[config.mk]
export PLATFORM = sky130hd
export DESIGN_NAME = reg_file
export DESIGN_NICKNAME = d
export VERILOG_FILES = /design/src/hdl/core_pkg.sv /design/src/hdl/reg_file.sv
export SDC_FILE = /design/constraint.sdc
export NUM_CORES = 1
export LEC_CHECK = 0
export BUFFER_PORTS_ARGS = -buffer_cell sky130_fd_sc_hd__buf_4
export CORE_ASPECT_RATIO = 1.5
export CORE_MARGIN = 2
export CORE_UTILIZATION = 60
export CTS_CLUSTER_SIZE = 28
export DETAILED_ROUTE_END_ITERATION = 8
export PLACE_DENSITY = 0.82
export SLEW_MARGIN = 20
export SYNTH_ARGS = -nofsm -noshare
export SYNTH_HDL_FRONTEND = slang
export SYNTH_SLANG_ARGS = --single-unit
[constraint.sdc]
create_clock -name CLK -period 3.5 [get_ports CLK]
set_input_delay 0.7 -clock CLK [delete_from_list [all_inputs] [get_ports CLK]]
set_output_delay 0.7 -clock CLK [all_outputs]
set_load 0.1 [all_outputs]
[src/hdl/core_pkg.sv]
`default_nettype none

package core_pkg;

	// ********************
	// datapath
	// ********************
	localparam int DATA_W = 16;
	typedef logic [DATA_W-1:0] data_t;

	// register file, 8 entries
	localparam int REG_N = 8;
	typedef logic [$clog2(REG_N)-1:0] reg_addr_t;

	// ********************
	// program and output space
	// ********************
	localparam int PROG_DEPTH = 256;
	typedef logic [$clog2(PROG_DEPTH)-1:0] pc_t;

	// output buffer address, low bits of imm
	localparam int UOB_ADDR_W = 6;
	typedef logic [UOB_ADDR_W-1:0] uob_addr_t;

endpackage

`default_nettype wire

[src/hdl/reg_file.sv]
`timescale 1ns/1ps
`default_nettype none

module reg_file (
	input  logic                 CLK,
	input  logic                 reset,
	input  logic                 rd_en,
	input  core_pkg::reg_addr_t  rd_addr,
	output core_pkg::data_t      rd_data,
	input  logic                 wr_en,
	input  core_pkg::reg_addr_t  wr_addr,
	input  core_pkg::data_t      wr_data
);
	import core_pkg::*;

	data_t regs [REG_N];

	// ********************
	// write port
	// ********************
	always_ff @(posedge CLK) begin
		if (reset) begin
			for (int i = 0; i < REG_N; i++)
				regs[i] <= '0;
		end else if (wr_en) begin
			regs[wr_addr] <= wr_data;
		end
	end

	// ********************
	// registered read port
	// ********************
	// same-cycle write is not seen, old value returned
	always_ff @(posedge CLK) begin
		if (rd_en)
			rd_data <= regs[rd_addr];
	end

	// issue waits for retire, so the ports never collide
	a_no_rd_wr_overlap: assert property (@(posedge CLK) disable iff (reset)
		!(rd_en && wr_en));

endmodule

`default_nettype wire

==> impl_metrics.json <==
{
  "fin_crit_ns": 2.03,
  "vdd_drop_max_uv": 442,
  "grt_overflow": 0,
  "syn-cell-area_um2": 6340,
  "postRouteAntennaNets": 0,
  "worst_path_most_repeated_cell": "buf_4",
  "worst-r2r-setup-slack_ns": 2.01,
  "path_buf_inv": 2,
  "power_density_nw_per_um2": 591,
  "final_nets": 451,
  "gp_congestion": 0.826,
  "place_area_um2": 6740,
  "core_um2": 10400,
  "grt_use_total_pct": 26.2,
  "arrival_ns": 2.14,
  "drive_gt1_share_pct": 25.3,
  "finalPower_w": 0.00433,
  "crit_type": "input port to flip-flop",
  "async_flop_share_pct": 0,
  "finalInstanceArea_um2": 7330,
  "worstMarginPinSlew_ns": 0.774,
  "drt_first_pass_iters": 5,
  "outcome": "completed",
  "power_leakage_nw": 2.42,
  "cts.clk_slew.worst_paths_ns": 0.06,
  "hold_violations": 0,
  "min_path_type": "input port to flip-flop",
  "finalSetupViolations": 0,
  "stdcell_count": 582,
  "cp_slowest_stage_delay_ns": 0.70,
  "synth-seq-cells": 144,
  "die_x_um": 88.0,
  "finalSetupTns_ns": 0,
  "cts_buffers": 17,
  "place.detailed.hpwl_um": 8080,
  "die_area_um2": 11400,
  "clock_sinks": 144,
  "cp-end-kind": "flip-flop",
  "ys.warnings.count": 0,
  "drc": 0,
  "grt_pass1_vias": 3657,
  "via_per_inst": 6.52,
  "hold_ws_ns": 0.669,
  "fin_skew_ns": 0.00447,
  "wl_per_cell_um": 23.5,
  "drtIter0Drc": 507,
  "h-tree-depth": 4,
  "synth_cell_types": 19,
  "synth_cells": 389,
  "fin_crit_sh_pct": 57.9,
  "cts_tree": "done",
  "synth_nets": 415,
  "syn_avg_cell_area_um2": 16.3,
  "cp_max_fo": 25,
  "port_buffers": 41,
  "synth_edf_count": 144,
  "yosysSeqAreaShare_pct": 68.2,
  "rsz0062_at_grt": "no",
  "grt_antenna_before_repair": 0,
  "clk_latency_ns": 0.43,
  "via_count": 3793,
  "yosysTopAreaCellShare_pct": 68.2,
  "start_kind": "input port",
  "synth_commonest_cells": "edfxtp_1 (144), nor3_1 (126), mux4_1 (27)",
  "fmax_mhz": 493,
  "cts_root_buffer": "clkbuf_16",
  "rows": 46,
  "start_util_pct": 60.9,
  "crit_family": "simple AND/OR/NAND/NOR gates",
  "dp.cells": 550,
  "antenna_cells": 0,
  "synth.area.top_cells": "edfxtp_1 (68%), mux4_1 (11%), nor3_1 (9.9%), mux2_2 (2.8%), mux4_2 (1.8%)",
  "cts_buffer_depth": 2,
  "ys.flop_type": "edfxtp_1",
  "post_cts_resized": 0,
  "boundaryPins": 42,
  "grt_pass1_wl_um": 21100,
  "required_ns": 3.61,
  "post_cts_buffers": 0,
  "grt_max_degree": 68,
  "cap_violations": 0,
  "wirelength_um": 13700,
  "relSlewSlack_pct": 48.4,
  "synth_top_cell_by_area": "edfxtp_1",
  "area_growth_pct": 15.6,
  "path_cells": "buf_4, or3b_2, o21bai_1, buf_4",
  "postCtsHoldBufs": 0,
  "die_h_um": 130,
  "final_max_slew_viol_count": 0,
  "crit_path_top_delay_cell": "or3b_2",
  "synth.most_common_cell": "edfxtp_1"
}
-- stage by stage --
step                      worst slack, ns  utilization, %
final                                1.47            70.4
after global routing                 1.45            70.4
after CTS                            1.48            70.4
after detailed placement             1.10            64.7
after global placement               1.13            64.7
after floorplan                     0.825               -
-- per-layer routing --
metal / global-route usage (%) / part of all wire, % / vias up
met5: 0 / 0 / -
met4: 9.68 / 2.1 / 0
met3: 7.02 / 8.5 / 30
met2: 40.5 / 50 / 253
met1: 36.4 / 39 / 1874
li1: - / - / 1636
-- power by group --
part / leakage (nW) / total, W / switching [W] / internal [W]
sequential: 1.38 / 0.00206 / 0.0000385 / 0.00202
combinational: 0.756 / 0.000456 / 0.000311 / 0.000144
clock: 0.284 / 0.00182 / 0.000702 / 0.00112
total: 2.42 / 0.00433 / 0.00105 / 0.00328
-- registers in the layout, summed over array words and instances (netlist names) --
signal   flops
regs       128
rd_data     16
-- worst paths after layout --
| path | startpoint | end | cells past startpoint |
|---|---|---|---|
| min reg2reg | regs[0][2]$_SDFFCE_PN0P_ | rd_data[2]$_DFFE_PP_ | 2 |
| max reg2reg | regs[1][1]$_SDFFCE_PN0P_ | rd_data[1]$_DFFE_PP_ | 2 |
| min | rd_en | rd_data[7]$_DFFE_PP_ | 1 |
| max | reset | regs[1][9]$_SDFFCE_PN0P_ | 4 |
-- layout by cell type (no fill, tap or decap), drive strengths merged --
cell type | Yosys | routed
o21bai | 8 | 8
or3b | 1 | 1
clkinvlp | 0 | 3
clkinv | 16 | 23
nand2b | 2 | 2
nor3 | 128 | 128
nand3b | 1 | 1
edfxtp | 144 | 144
mux4 | 32 | 32
bufinv | 0 | 3
nand2 | 1 | 1
buf | 14 | 56
or2 | 1 | 1
mux2 | 16 | 16
inv | 0 | 1
clkbuf | 25 | 18
-- kinds of logic (layout without fill, tap and decap cells) --
family                 Yosys count  count (layout)  synth area share (%)
AOI/OAI and AO/OA                8               8                 0.947
buffers and inverters           55             104                  4.24
DFF                            144             144                  68.2
muxes                           48              48                  15.8
and+or+nand+nor                134             134                  10.9
-- area by class of cell --
cell class / instances / area [um2]
Sequential cell: 144 / 4320
Clock buffer: 18 / 429
Timing Repair Buffer: 56 / 420
Multi-Input combinational cell: 190 / 1750
Clock inverter: 14 / 166
Tap cell: 144 / 180
Inverter: 16 / 60.1
Fill cell: 614 / 3090
Note: power is estimated with default switching activity, not from simulation.
