## config.mk

```make
export PLATFORM = sky130hd
export DESIGN_NAME = exec_unit
export DESIGN_NICKNAME = d
export VERILOG_FILES = /design/src/hdl/core_pkg.sv /design/src/hdl/isa_pkg.sv /design/src/hdl/exec_unit.sv /design/src/hdl/int_ops.sv
export SDC_FILE = /design/constraint.sdc
export NUM_CORES = 1
export LEC_CHECK = 0
export BUFFER_PORTS_ARGS = -buffer_cell sky130_fd_sc_hd__buf_2
export CAP_MARGIN = 20
export CORE_MARGIN = 2
export CORE_UTILIZATION = 35
export DETAILED_ROUTE_END_ITERATION = 16
export PLACE_DENSITY = 0.62
export SYNTH_ARGS = -nofsm -noshare
export SYNTH_HDL_FRONTEND = slang
export SYNTH_SLANG_ARGS = --single-unit
```

## constraint.sdc

```tcl
create_clock -name CLK -period 3.65 [get_ports CLK]
set_input_delay 0.1825 -clock CLK [delete_from_list [all_inputs] [get_ports CLK]]
set_output_delay 0.1825 -clock CLK [all_outputs]
set_load 0.01 [all_outputs]
```

## src/hdl/core_pkg.sv

```systemverilog
`default_nettype none

package core_pkg;

	// ********************
	// datapath
	// ********************
	localparam int DATA_W = 16;
	typedef logic [DATA_W-1:0] data_t;

	// register file, 8 entries
	localparam int REG_N = 8;
	typedef logic [$clog2(REG_N)-1:0] reg_addr_t;

	// ********************
	// program and output space
	// ********************
	localparam int PROG_DEPTH = 256;
	typedef logic [$clog2(PROG_DEPTH)-1:0] pc_t;

	// output buffer address, low bits of imm
	localparam int UOB_ADDR_W = 6;
	typedef logic [UOB_ADDR_W-1:0] uob_addr_t;

endpackage

`default_nettype wire

```

## src/hdl/isa_pkg.sv

```systemverilog
`default_nettype none

package isa_pkg;

	// ********************
	// instruction word layout
	// ********************
	localparam int INSTR_W = 32;
	localparam int OPC_W = 4;
	localparam int COND_W = 3;
	// register select fields
	localparam int RSEL_W = 3;
	localparam int IMM_W = 16;
	// jump target, program address
	localparam int TGT_W = 8;
	localparam int ALU_RSVD_W = INSTR_W - OPC_W - COND_W - 2 * RSEL_W - IMM_W;
	localparam int JMP_RSVD_W = INSTR_W - OPC_W - COND_W - TGT_W;

	// operation codes
	typedef enum logic [OPC_W-1:0] {
		ADD_R_C  = 4'd0,
		SUB_R_C  = 4'd1,
		ADDC_R_C = 4'd2,
		SUBB_R_C = 4'd3,
		MV_R_C   = 4'd4,
		AND_R_C  = 4'd5,
		SHR1     = 4'd6,
		MV_R_R   = 4'd7,
		FLAG     = 4'd8,
		JMP      = 4'd9,
		HALT     = 4'd10,
		MV_UOB_R = 4'd11
	} opcode_e;

	// per-instruction condition, checked against the flags register
	typedef enum logic [COND_W-1:0] {
		ALWAYS      = 3'd0,
		IF_ZERO     = 3'd1,
		IF_NZERO    = 3'd2,
		IF_CARRY    = 3'd3,
		IF_NCARRY   = 3'd4,
		IF_OVERFLOW = 3'd5,
		IF_USER     = 3'd6,
		IF_NUSER    = 3'd7
	} cond_e;

	// flags, zero at the msb
	typedef struct packed {
		logic zero;
		logic overflow;
		// borrow on subtraction
		logic carry;
		logic user;
	} flags_t;

	// user flag codes in imm[1:0] of FLAG
	localparam logic [1:0] FLAG_KEEP = 2'b00;
	localparam logic [1:0] FLAG_SET = 2'b01;
	localparam logic [1:0] FLAG_CLEAR = 2'b10;
	localparam logic [1:0] FLAG_TOGGLE = 2'b11;

	// ********************
	// the two decodings of one word
	// ********************

	// integer ops and output: src field_a, dst field_b
	typedef struct packed {
		opcode_e                opcode;
		cond_e                  cond;
		logic [RSEL_W-1:0]      field_a;
		logic [RSEL_W-1:0]      field_b;
		logic [ALU_RSVD_W-1:0]  rsvd;
		logic [IMM_W-1:0]       imm;
	} instr_alu_t;

	// jump and halt
	typedef struct packed {
		opcode_e                opcode;
		cond_e                  cond;
		logic [TGT_W-1:0]       target;
		logic [JMP_RSVD_W-1:0]  rsvd;
	} instr_jmp_t;

	typedef union packed {
		instr_alu_t  alu;
		instr_jmp_t  jmp;
	} instr_u;

endpackage

`default_nettype wire
```

## src/hdl/exec_unit.sv

```systemverilog
`timescale 1ns/1ps
`default_nettype none

module exec_unit (
	input  logic                 CLK,
	input  logic                 reset,
	input  logic                 issue_valid,
	input  isa_pkg::instr_u      issue_instr,
	input  core_pkg::data_t      rd_data,
	output logic                 wr_en,
	output core_pkg::reg_addr_t  wr_addr,
	output core_pkg::data_t      wr_data,
	output logic                 retire,
	output logic                 jump,
	output core_pkg::pc_t        jump_target,
	output logic                 halt_req,
	output logic                 uob_cyc,
	output logic                 uob_stb,
	output logic                 uob_we,
	output core_pkg::uob_addr_t  uob_adr,
	output core_pkg::data_t      uob_dat,
	input  logic                 uob_ack
);
	import core_pkg::*;
	import isa_pkg::*;

	instr_u instr_q;
	// operand is on rd_data while ex_valid
	logic ex_valid;
	flags_t flags_r;
	flags_t flags_new;
	data_t alu_result;
	logic cond_true;
	logic writes_reg;
	logic bus_start;
	logic ack_q;

	always_ff @(posedge CLK) begin
		if (reset)
			ex_valid <= 1'b0;
		else
			ex_valid <= issue_valid;
	end

	always_ff @(posedge CLK) begin
		if (issue_valid)
			instr_q <= issue_instr;
	end

	int_ops u_int_ops (
		.op        (instr_q.alu.opcode),
		.opnd      (rd_data),
		.imm       (instr_q.alu.imm),
		.flags_in  (flags_r),
		.result    (alu_result),
		.flags_out (flags_new)
	);

	// ********************
	// condition check
	// ********************
	always_comb begin
		case (instr_q.alu.cond)
			IF_ZERO:     cond_true = flags_r.zero;
			IF_NZERO:    cond_true = ~flags_r.zero;
			IF_CARRY:    cond_true = flags_r.carry;
			IF_NCARRY:   cond_true = ~flags_r.carry;
			IF_OVERFLOW: cond_true = flags_r.overflow;
			IF_USER:     cond_true = flags_r.user;
			IF_NUSER:    cond_true = ~flags_r.user;
			default:     cond_true = 1'b1;
		endcase
	end

	assign writes_reg = instr_q.alu.opcode inside {ADD_R_C, SUB_R_C, ADDC_R_C, SUBB_R_C,
		MV_R_C, AND_R_C, SHR1, MV_R_R};

	// flags follow every executed instruction, int_ops keeps the rest
	always_ff @(posedge CLK) begin
		if (reset)
			flags_r <= '0;
		else if (ex_valid && cond_true)
			flags_r <= flags_new;
	end

	// ********************
	// write-back, jump, halt
	// ********************
	assign wr_en = ex_valid & cond_true & writes_reg;
	assign wr_addr = instr_q.alu.field_b;
	assign wr_data = alu_result;

	assign jump = ex_valid & cond_true & (instr_q.jmp.opcode == JMP);
	assign jump_target = instr_q.jmp.target;
	assign halt_req = ex_valid & cond_true & (instr_q.jmp.opcode == HALT);

	// output retires after ack, everything else right away
	assign bus_start = ex_valid & cond_true & (instr_q.alu.opcode == MV_UOB_R);
	assign retire = (ex_valid & ~bus_start) | ack_q;

	// ********************
	// wishbone classic write master
	// ********************
	always_ff @(posedge CLK) begin
		if (reset) begin
			uob_cyc <= 1'b0;
			uob_stb <= 1'b0;
			uob_we <= 1'b0;
			ack_q <= 1'b0;
		end else begin
			ack_q <= uob_cyc & uob_ack;
			if (uob_cyc && uob_ack) begin
				uob_cyc <= 1'b0;
				uob_stb <= 1'b0;
				uob_we <= 1'b0;
			end else if (bus_start) begin
				uob_cyc <= 1'b1;
				uob_stb <= 1'b1;
				uob_we <= 1'b1;
			end
		end
	end

	// address and data held for the whole transfer
	always_ff @(posedge CLK) begin
		if (bus_start) begin
			uob_adr <= instr_q.alu.imm[UOB_ADDR_W-1:0];
			uob_dat <= rd_data;
		end
	end

	a_stb_in_cyc: assert property (@(posedge CLK) disable iff (reset)
		uob_stb |-> uob_cyc);

	a_wb_stable: assert property (@(posedge CLK) disable iff (reset)
		(uob_stb && !uob_ack) |=> ($stable(uob_adr) && $stable(uob_dat)));

endmodule

`default_nettype wire

```

## src/hdl/int_ops.sv

```systemverilog
`timescale 1ns/1ps
`default_nettype none

module int_ops (
	input  isa_pkg::opcode_e  op,
	input  core_pkg::data_t   opnd,
	input  core_pkg::data_t   imm,
	input  isa_pkg::flags_t   flags_in,
	output core_pkg::data_t   result,
	output isa_pkg::flags_t   flags_out
);
	import core_pkg::*;
	import isa_pkg::*;

	logic cin;
	// extra msb holds carry out or borrow
	logic [DATA_W:0] sum;
	logic [DATA_W:0] diff;
	logic add_ovf;
	logic sub_ovf;

	// carry-using forms only
	assign cin = (op == ADDC_R_C || op == SUBB_R_C) ? flags_in.carry : 1'b0;

	assign sum = {1'b0, opnd} + {1'b0, imm} + cin;
	assign diff = {1'b0, opnd} - {1'b0, imm} - cin;

	// signed overflow
	assign add_ovf = (opnd[DATA_W-1] == imm[DATA_W-1]) && (sum[DATA_W-1] != opnd[DATA_W-1]);
	assign sub_ovf = (opnd[DATA_W-1] != imm[DATA_W-1]) && (diff[DATA_W-1] != opnd[DATA_W-1]);

	always_comb begin
		result = opnd;
		flags_out = flags_in;
		case (op)
			ADD_R_C, ADDC_R_C: begin
				result = sum[DATA_W-1:0];
				flags_out.zero = (result == '0);
				flags_out.carry = sum[DATA_W];
				flags_out.overflow = add_ovf;
			end
			SUB_R_C, SUBB_R_C: begin
				result = diff[DATA_W-1:0];
				flags_out.zero = (result == '0);
				flags_out.carry = diff[DATA_W];
				flags_out.overflow = sub_ovf;
			end
			MV_R_C:
				result = imm;
			AND_R_C: begin
				result = opnd & imm;
				flags_out.zero = (result == '0);
			end
			SHR1: begin
				result = {1'b0, opnd[DATA_W-1:1]};
				// bit shifted out
				flags_out.carry = opnd[0];
				flags_out.zero = (result == '0);
			end
			FLAG: begin
				case (imm[1:0])
					FLAG_SET:    flags_out.user = 1'b1;
					FLAG_CLEAR:  flags_out.user = 1'b0;
					FLAG_TOGGLE: flags_out.user = ~flags_in.user;
					default:     flags_out.user = flags_in.user;
				endcase
			end
			// MV_R_R, jump, halt, output: no change
			default: ;
		endcase
	end

endmodule

`default_nettype wire

```

==> out/qor.yml, run 1 <==
run_status:
  outcome: "finished, violations left"
  violations: "setup timing"
setup_path:
  critical-path-max-stage-delay_ps: 450
  cp.buffers_inverters: 3
  cpLargestDelayFamily: "compound AO/OA/AOI/OAI gates"
  worst-setup-path-type: "flop to output port"
  worstPathMaxFanout: 2
  cell_by_cell_trace_of_the_critical_path: "nor2_2 -> nand3_2 -> inv_2 -> fa_2 -> inv_2 -> fa_2 -> o21ba_4 -> or4_4 -> a21boi_4 -> nor3_4 -> o41ai_4 -> xnor2_2 -> a221oi_2 -> a21oi_1 -> buf_2"
  cp.required_ps: 3470
  critPathLaunchType: "flop"
  crit_path_top_delay_cell: "sky130_fd_sc_hd__or4_4"
  setup_crit_end_kind: "output port"
  critical_path_arrival_ps: 3700
die:
  floorplan.initialDensity: 0.361
  num_io_pins: 108
  row_count: 43
  floorplan.core_area_sq_um: 13900
  die_width_microns: 124
  die_area_sq_um: 15300
  die_height_microns: 124
global_routing:
  first_global_vias: 4777
  grt_first_pass_wirelength_microns: 24500
  grt_max_degree: 33
  grt_antenna_before_repair: 0
  grt_use_total: 0.211
  grt.overflow.total: 0
synth:
  synth.yosys.warnings: 0
  postSynth.topFlopCell: "sky130_fd_sc_hd__edfxtp_1"
  synth.ff_latch_count: 60
  post_synthesis_net_count: 629
  synth-edff-count: 53
  synth.avg_cell_area_sq_um: 9.53
  synth-seq-area-share: 0.345
  post_synthesis_cell_area_sq_um: 5020
  postSynth.asyncResetShare: 0
  yosysUniqueCellTypes: 75
  synthesis.instances: 527
detailed_routing:
  vias: 4831
  wire_per_inst_microns: 18.6
  remaining_drc_errors: 0
  drt-initial-drc-count: 325
  drt_pre_antenna_iters: 5
  drt-total-wl_microns: 15900
  final_antenna_net_count: 0
  drt-vias-per-instance: 5.66
finish:
  fillerInstances: 1302
  diodes: 0
  stdcell_area_sq_um: 6570
  area_of_combinational_cells_with_multiple_inputs_sq_um: 3120
  area_growth_pct: 30.8
  final_cell_mix: "107 x sky130_fd_sc_hd__buf_2, 55 x sky130_fd_sc_hd__inv_1, 53 x sky130_fd_sc_hd__edfxtp_1"
  nNetsFinal: 771
  leading_cell_type_in_the_layout_fill_and_taps_excluded: "sky130_fd_sc_hd__buf_2"
  seqCellArea_sq_um: 1730
  drive_gt1_frac: 0.319
power:
  report.power.total_mw: 2.71
  total_switching_power_mw: 0.938
  power.share.sequential: 0.299
  worst_ir_drop_vdd_mv: 0.367
  switching_portion_of_total_power: 0.346
  power.leakage_nw: 2.81
  cellInternalPower_mw: 1.78
  power_density_nw_per_um2: 413
  clock_power_share: 0.308
  power_frac_comb: 0.393
clocking:
  clock_tree.buffer_depth: 2
  path_clk_slew_ps: 50
  cts_made_buffers: 9
  cts_tree: "done"
  cts.sinks: 60
  ctsHtreeMaxLevel: 3
  ctsRootBufferMaster: "sky130_fd_sc_hd__clkbuf_16"
  worst_skew_pair.late_latency_ps: 350
placed_design:
  gp_congestion: 0.955
  place.port_buffers: 106
  preCtsSetupSlack_ps: 14.3
  place.detailed.hpwl_microns: 11500
  dpl_cell_area_sq_um: 5760
min_path:
  timing.hold.worst.class: "primary input to flop"
sta:
  final_min_period_over_clock_period: 1.06
  min_period_ps: 3880
  final.setup.tns_ps: -937
  slew_headroom: 0.330
  hold_violations: 0
  max_freq_mhz: 258
  worst_clock_skew_ps: 6.86
  setup_slack_ps: -228
  finalSetupViolations: 8
  max_slew.worst_pin.slew_ps: 1000
  final-max-slew-violation-count: 0
  finalHoldWorstSlack_ps: 11.6
  setup_repair_after_global_routing_missed_its_margin: "true"
run:
  cap_violations: 0
## kinds of logic (layout without fill, tap and decap cells)
family	Yosys count	in the layout	share of synthesized area
and+or+nand+nor	156	156	0.174
DFF	60	60	0.345
AOI/OAI and AO/OA	142	142	0.214
xor gates and xnor gates	23	23	0.0401
muxes	9	9	0.0184
adders and majority gates	50	50	0.130
buffers and inverters	87	234	0.0777
## worst paths after layout
check | startpoint | to | slack, ps | cells past startpoint
setup / recovery | instr_q[30] | wr_data[14] | -230 | 15
hold reg to reg | flags_r[2] | flags_r[2] | 480 | 2
setup reg to reg | instr_q[30] | flags_r[3] | -90 | 19
hold / removal | issue_instr[0] | instr_q[0] | 10 | 1
## through the flow
stage | util | std cells
after detailed placement | 0.413 | 802
after floorplan | - | 527
after global placement | 0.413 | 802
after CTS | 0.456 | 846
after global routing | 0.471 | 854
final | 0.471 | 854
## synthesized netlist by cell type (8+ instances only)
cell type	number	area, sq um
sky130_fd_sc_hd__inv_1	58	218
sky130_fd_sc_hd__edfxtp_1	53	1590
sky130_fd_sc_hd__ha_1	46	576
sky130_fd_sc_hd__a21oi_1	39	195
sky130_fd_sc_hd__nand2_1	28	105
sky130_fd_sc_hd__nor2_1	24	90.1
sky130_fd_sc_hd__xnor2_1	16	140
sky130_fd_sc_hd__nor3_1	15	75.1
sky130_fd_sc_hd__nor4_1	14	87.6
sky130_fd_sc_hd__buf_4	13	97.6
sky130_fd_sc_hd__a22oi_1	12	90.1
sky130_fd_sc_hd__clkbuf_1	12	45.0
sky130_fd_sc_hd__o21ai_0	12	60.1
sky130_fd_sc_hd__nand3_1	11	55.1
sky130_fd_sc_hd__nor2b_1	10	62.6
sky130_fd_sc_hd__nand2b_1	9	56.3
sky130_fd_sc_hd__a21o_1	8	60.1
## what timing repair did
| action | in CTS | in global routing |
|---|---|---|
| pin swaps | 26 | 29 |
| setup buffers | 15 | 8 |
| hold endpoints to repair | 13 | 0 |
| setup endpoints to repair | 9 | 14 |
| hold buffers | 13 | 0 |
| resized for setup | 18 | 30 |
## registers in the layout, indices dropped and copies added (netlist names)
register  cells
uob_dat      16
ack_q         1
ex_valid      1
uob_we        1
instr_q      31
uob_adr       6
flags_r       4
## power by group through the flow
| stage | clock (mW) | combinational, mW | sequential (mW) |
|---|---|---|---|
| 6_report | 0.836 | 1.07 | 0.813 |
| 3_5_place_dp | 0 | 0.889 | 0.824 |
| 2_1_floorplan | 0 | 0.636 | 0.817 |
| 4_1_cts | 0.861 | 0.955 | 0.811 |
| 5_1_grt | 0.882 | 1.16 | 0.817 |
| 3_3_place_gp | 0 | 0.871 | 0.822 |
## layout make-up
cell class	instances	share of cell area
tap	180	0.0343
inverter	58	0.0331
clock inverter	7	0.0103
timing repair buffer	160	0.150
sequential	60	0.264
clock buffer	9	0.0343
multi-input combinational	380	0.475
## metal layers
metal | vias to the layer above | wire length (microns) | global-route usage
met3 | 40 | 1290 | 0.0646
met4 | 0 | 420 | 0.0852
met5 | - | 0 | 0
li1 | 2253 | - | -
met2 | 220 | 7290 | 0.333
met1 | 2318 | 6910 | 0.270
(Power assumes the default switching activity.)
==> inputs of run 2 (changes only) <==
PLACE_DENSITY = 0.6   (was 0.62)
RECOVER_POWER = 25   (was default)
clock period = 4.8 ns   (was 3.65 ns; I/O delays follow)
==> out/qor.yml, run 2 (synthesized netlist as in run 1, its figures left out) <==
die:
  num_io_pins: 108
  row_count: 43
  floorplan.initialDensity: 0.361
  floorplan.core_area_sq_um: 13900
  die_width_microns: 124
  die_area_sq_um: 15300
  die_height_microns: 124
clocking:
  ctsRootBufferMaster: "sky130_fd_sc_hd__clkbuf_16"
  worst_skew_pair.late_latency_ps: 330
  clock_tree.buffer_depth: 2
  path_clk_slew_ps: 60
  cts.sinks: 60
  cts_made_buffers: 9
  ctsHtreeMaxLevel: 3
  post-cts-setup-buffer-count: 0
  cts_tree: "done"
power:
  worst_ir_drop_vdd_mv: 0.195
  power_density_nw_per_um2: 332
  report.power.total_mw: 1.97
  power.leakage_nw: 2.51
finish:
  diodes: 0
  nNetsFinal: 720
  biggest_registers_after_layout: "instr_q (31), uob_dat (16), uob_adr (6)"
  area_growth_pct: 18.3
  largest_reg_flops: 31
  final_cell_mix: "95 x sky130_fd_sc_hd__buf_2, 58 x sky130_fd_sc_hd__inv_1, 53 x sky130_fd_sc_hd__edfxtp_1"
  fillerInstances: 1399
  drive_gt1_frac: 0.218
  max_flop_register: "instr_q"
  leading_cell_type_in_the_layout_fill_and_taps_excluded: "sky130_fd_sc_hd__buf_2"
sta:
  min_period_ps: 4520
  slew_headroom: 0.278
  max_slew.worst_pin.slew_ps: 1070
  hold_violations: 0
  final_min_period_over_clock_period: 0.942
  max_freq_mhz: 221
  finalSetupViolations: 0
  setup_repair_after_global_routing_missed_its_margin: "false"
  final.setup.tns_ps: 0
  worst_clock_skew_ps: 5.94
  final-max-slew-violation-count: 0
setup_path:
  worstSetupPathDepth: 12
  cp.buffers_inverters: 1
  worstRegToRegCells: 14
  crit_path_frequent_cell: "sky130_fd_sc_hd__fa_1"
  critical-path-max-stage-delay_ps: 560
  cell_by_cell_trace_of_the_critical_path: "nor2_2 -> nand3_1 -> fa_1 -> fa_1 -> nand2b_4 -> a2111o_1 -> a311oi_4 -> nor4_1 -> or3_1 -> a221oi_1 -> a21oi_1 -> buf_2"
  crit_path_top_delay_cell: "sky130_fd_sc_hd__edfxtp_1"
  cpLargestDelayFamily: "compound AO/OA/AOI/OAI gates"
  worstPathMaxFanout: 10
  worst-setup-path-type: "flop to output port"
  critical_path_arrival_ps: 4280
  critPathLaunchType: "flop"
  setup_crit_end_kind: "output port"
  cp.required_ps: 4560
global_routing:
  grt_use_total: 0.194
  grt_antenna_before_repair: 0
  grt_max_degree: 33
  first_global_vias: 4316
  grt.overflow.total: 0
  grt_first_pass_wirelength_microns: 22700
run_status:
  outcome: "complete, no violations"
run:
  cap_violations: 0
detailed_routing:
  remaining_drc_errors: 0
  topRoutingLayerUsed: "met4"
  vias: 4475
  wire_per_inst_microns: 18.1
  final_antenna_net_count: 0
  drt-vias-per-instance: 5.57
  wl_met2_microns: 6360
  drt_pre_antenna_iters: 5
  drt-total-wl_microns: 14600
  route.met3.wl_microns: 1290
  drt-initial-drc-count: 343
  wl_met1_microns: 6630
placed_design:
  place.detailed.hpwl_microns: 11000
  gp_congestion: 0.961
  place.port_buffers: 106
min_path:
  hold-path-cell-count: 1
  timing.hold.worst.class: "primary input to flop"
run 2: per-layer routing:
layer / vias to the layer above / GRT usage
met5: - / 0
li1: 2147 / -
met3: 24 / 0.0572
met4: 0 / 0.0604
met2: 192 / 0.295
met1: 2112 / 0.266
run 2: what timing repair did:
action / CTS / global route
hold buffers: 0 / 0
resized for setup: 0 / 1
endpoints found under the setup margin: 0 / 2
run 2: final timing paths:
path              startpoint     endpoint  slack (ps)
max              instr_q[31]  wr_data[12]         280
min          issue_instr[10]  instr_q[10]          80
max reg2reg      instr_q[31]   flags_r[3]         720
min reg2reg       flags_r[2]   flags_r[2]         470
run 2: power breakdown:
group	switching [mW]	internal, mW
clock network	0.237	0.450
logic	0.397	0.268
registers	0.0257	0.597
run 2: through the flow:
step                utilization  area, sq um  hold WS (ps)  instances  setup slack, ps
floorplan                     -         5020           308        527             1140
global placement          0.405         5650           416        787              680
detailed placement        0.405         5650           418        787              558
CTS                       0.427         5950          68.7        803              188
global route              0.427         5940          67.8        803             28.9
finish                    0.427         5940          75.9        803              277
run 2: final cells by class:
type / count / area (sq um) / area share
clock buffer: 10 / 229 / 0.0385
clock inverter: 6 / 78.8 / 0.0133
inverter: 58 / 218 / 0.0366
multi-input combinational: 380 / 2920 / 0.492
sequential: 60 / 1730 / 0.291
tap: 180 / 225 / 0.0379
timing repair buffer: 109 / 539 / 0.0907
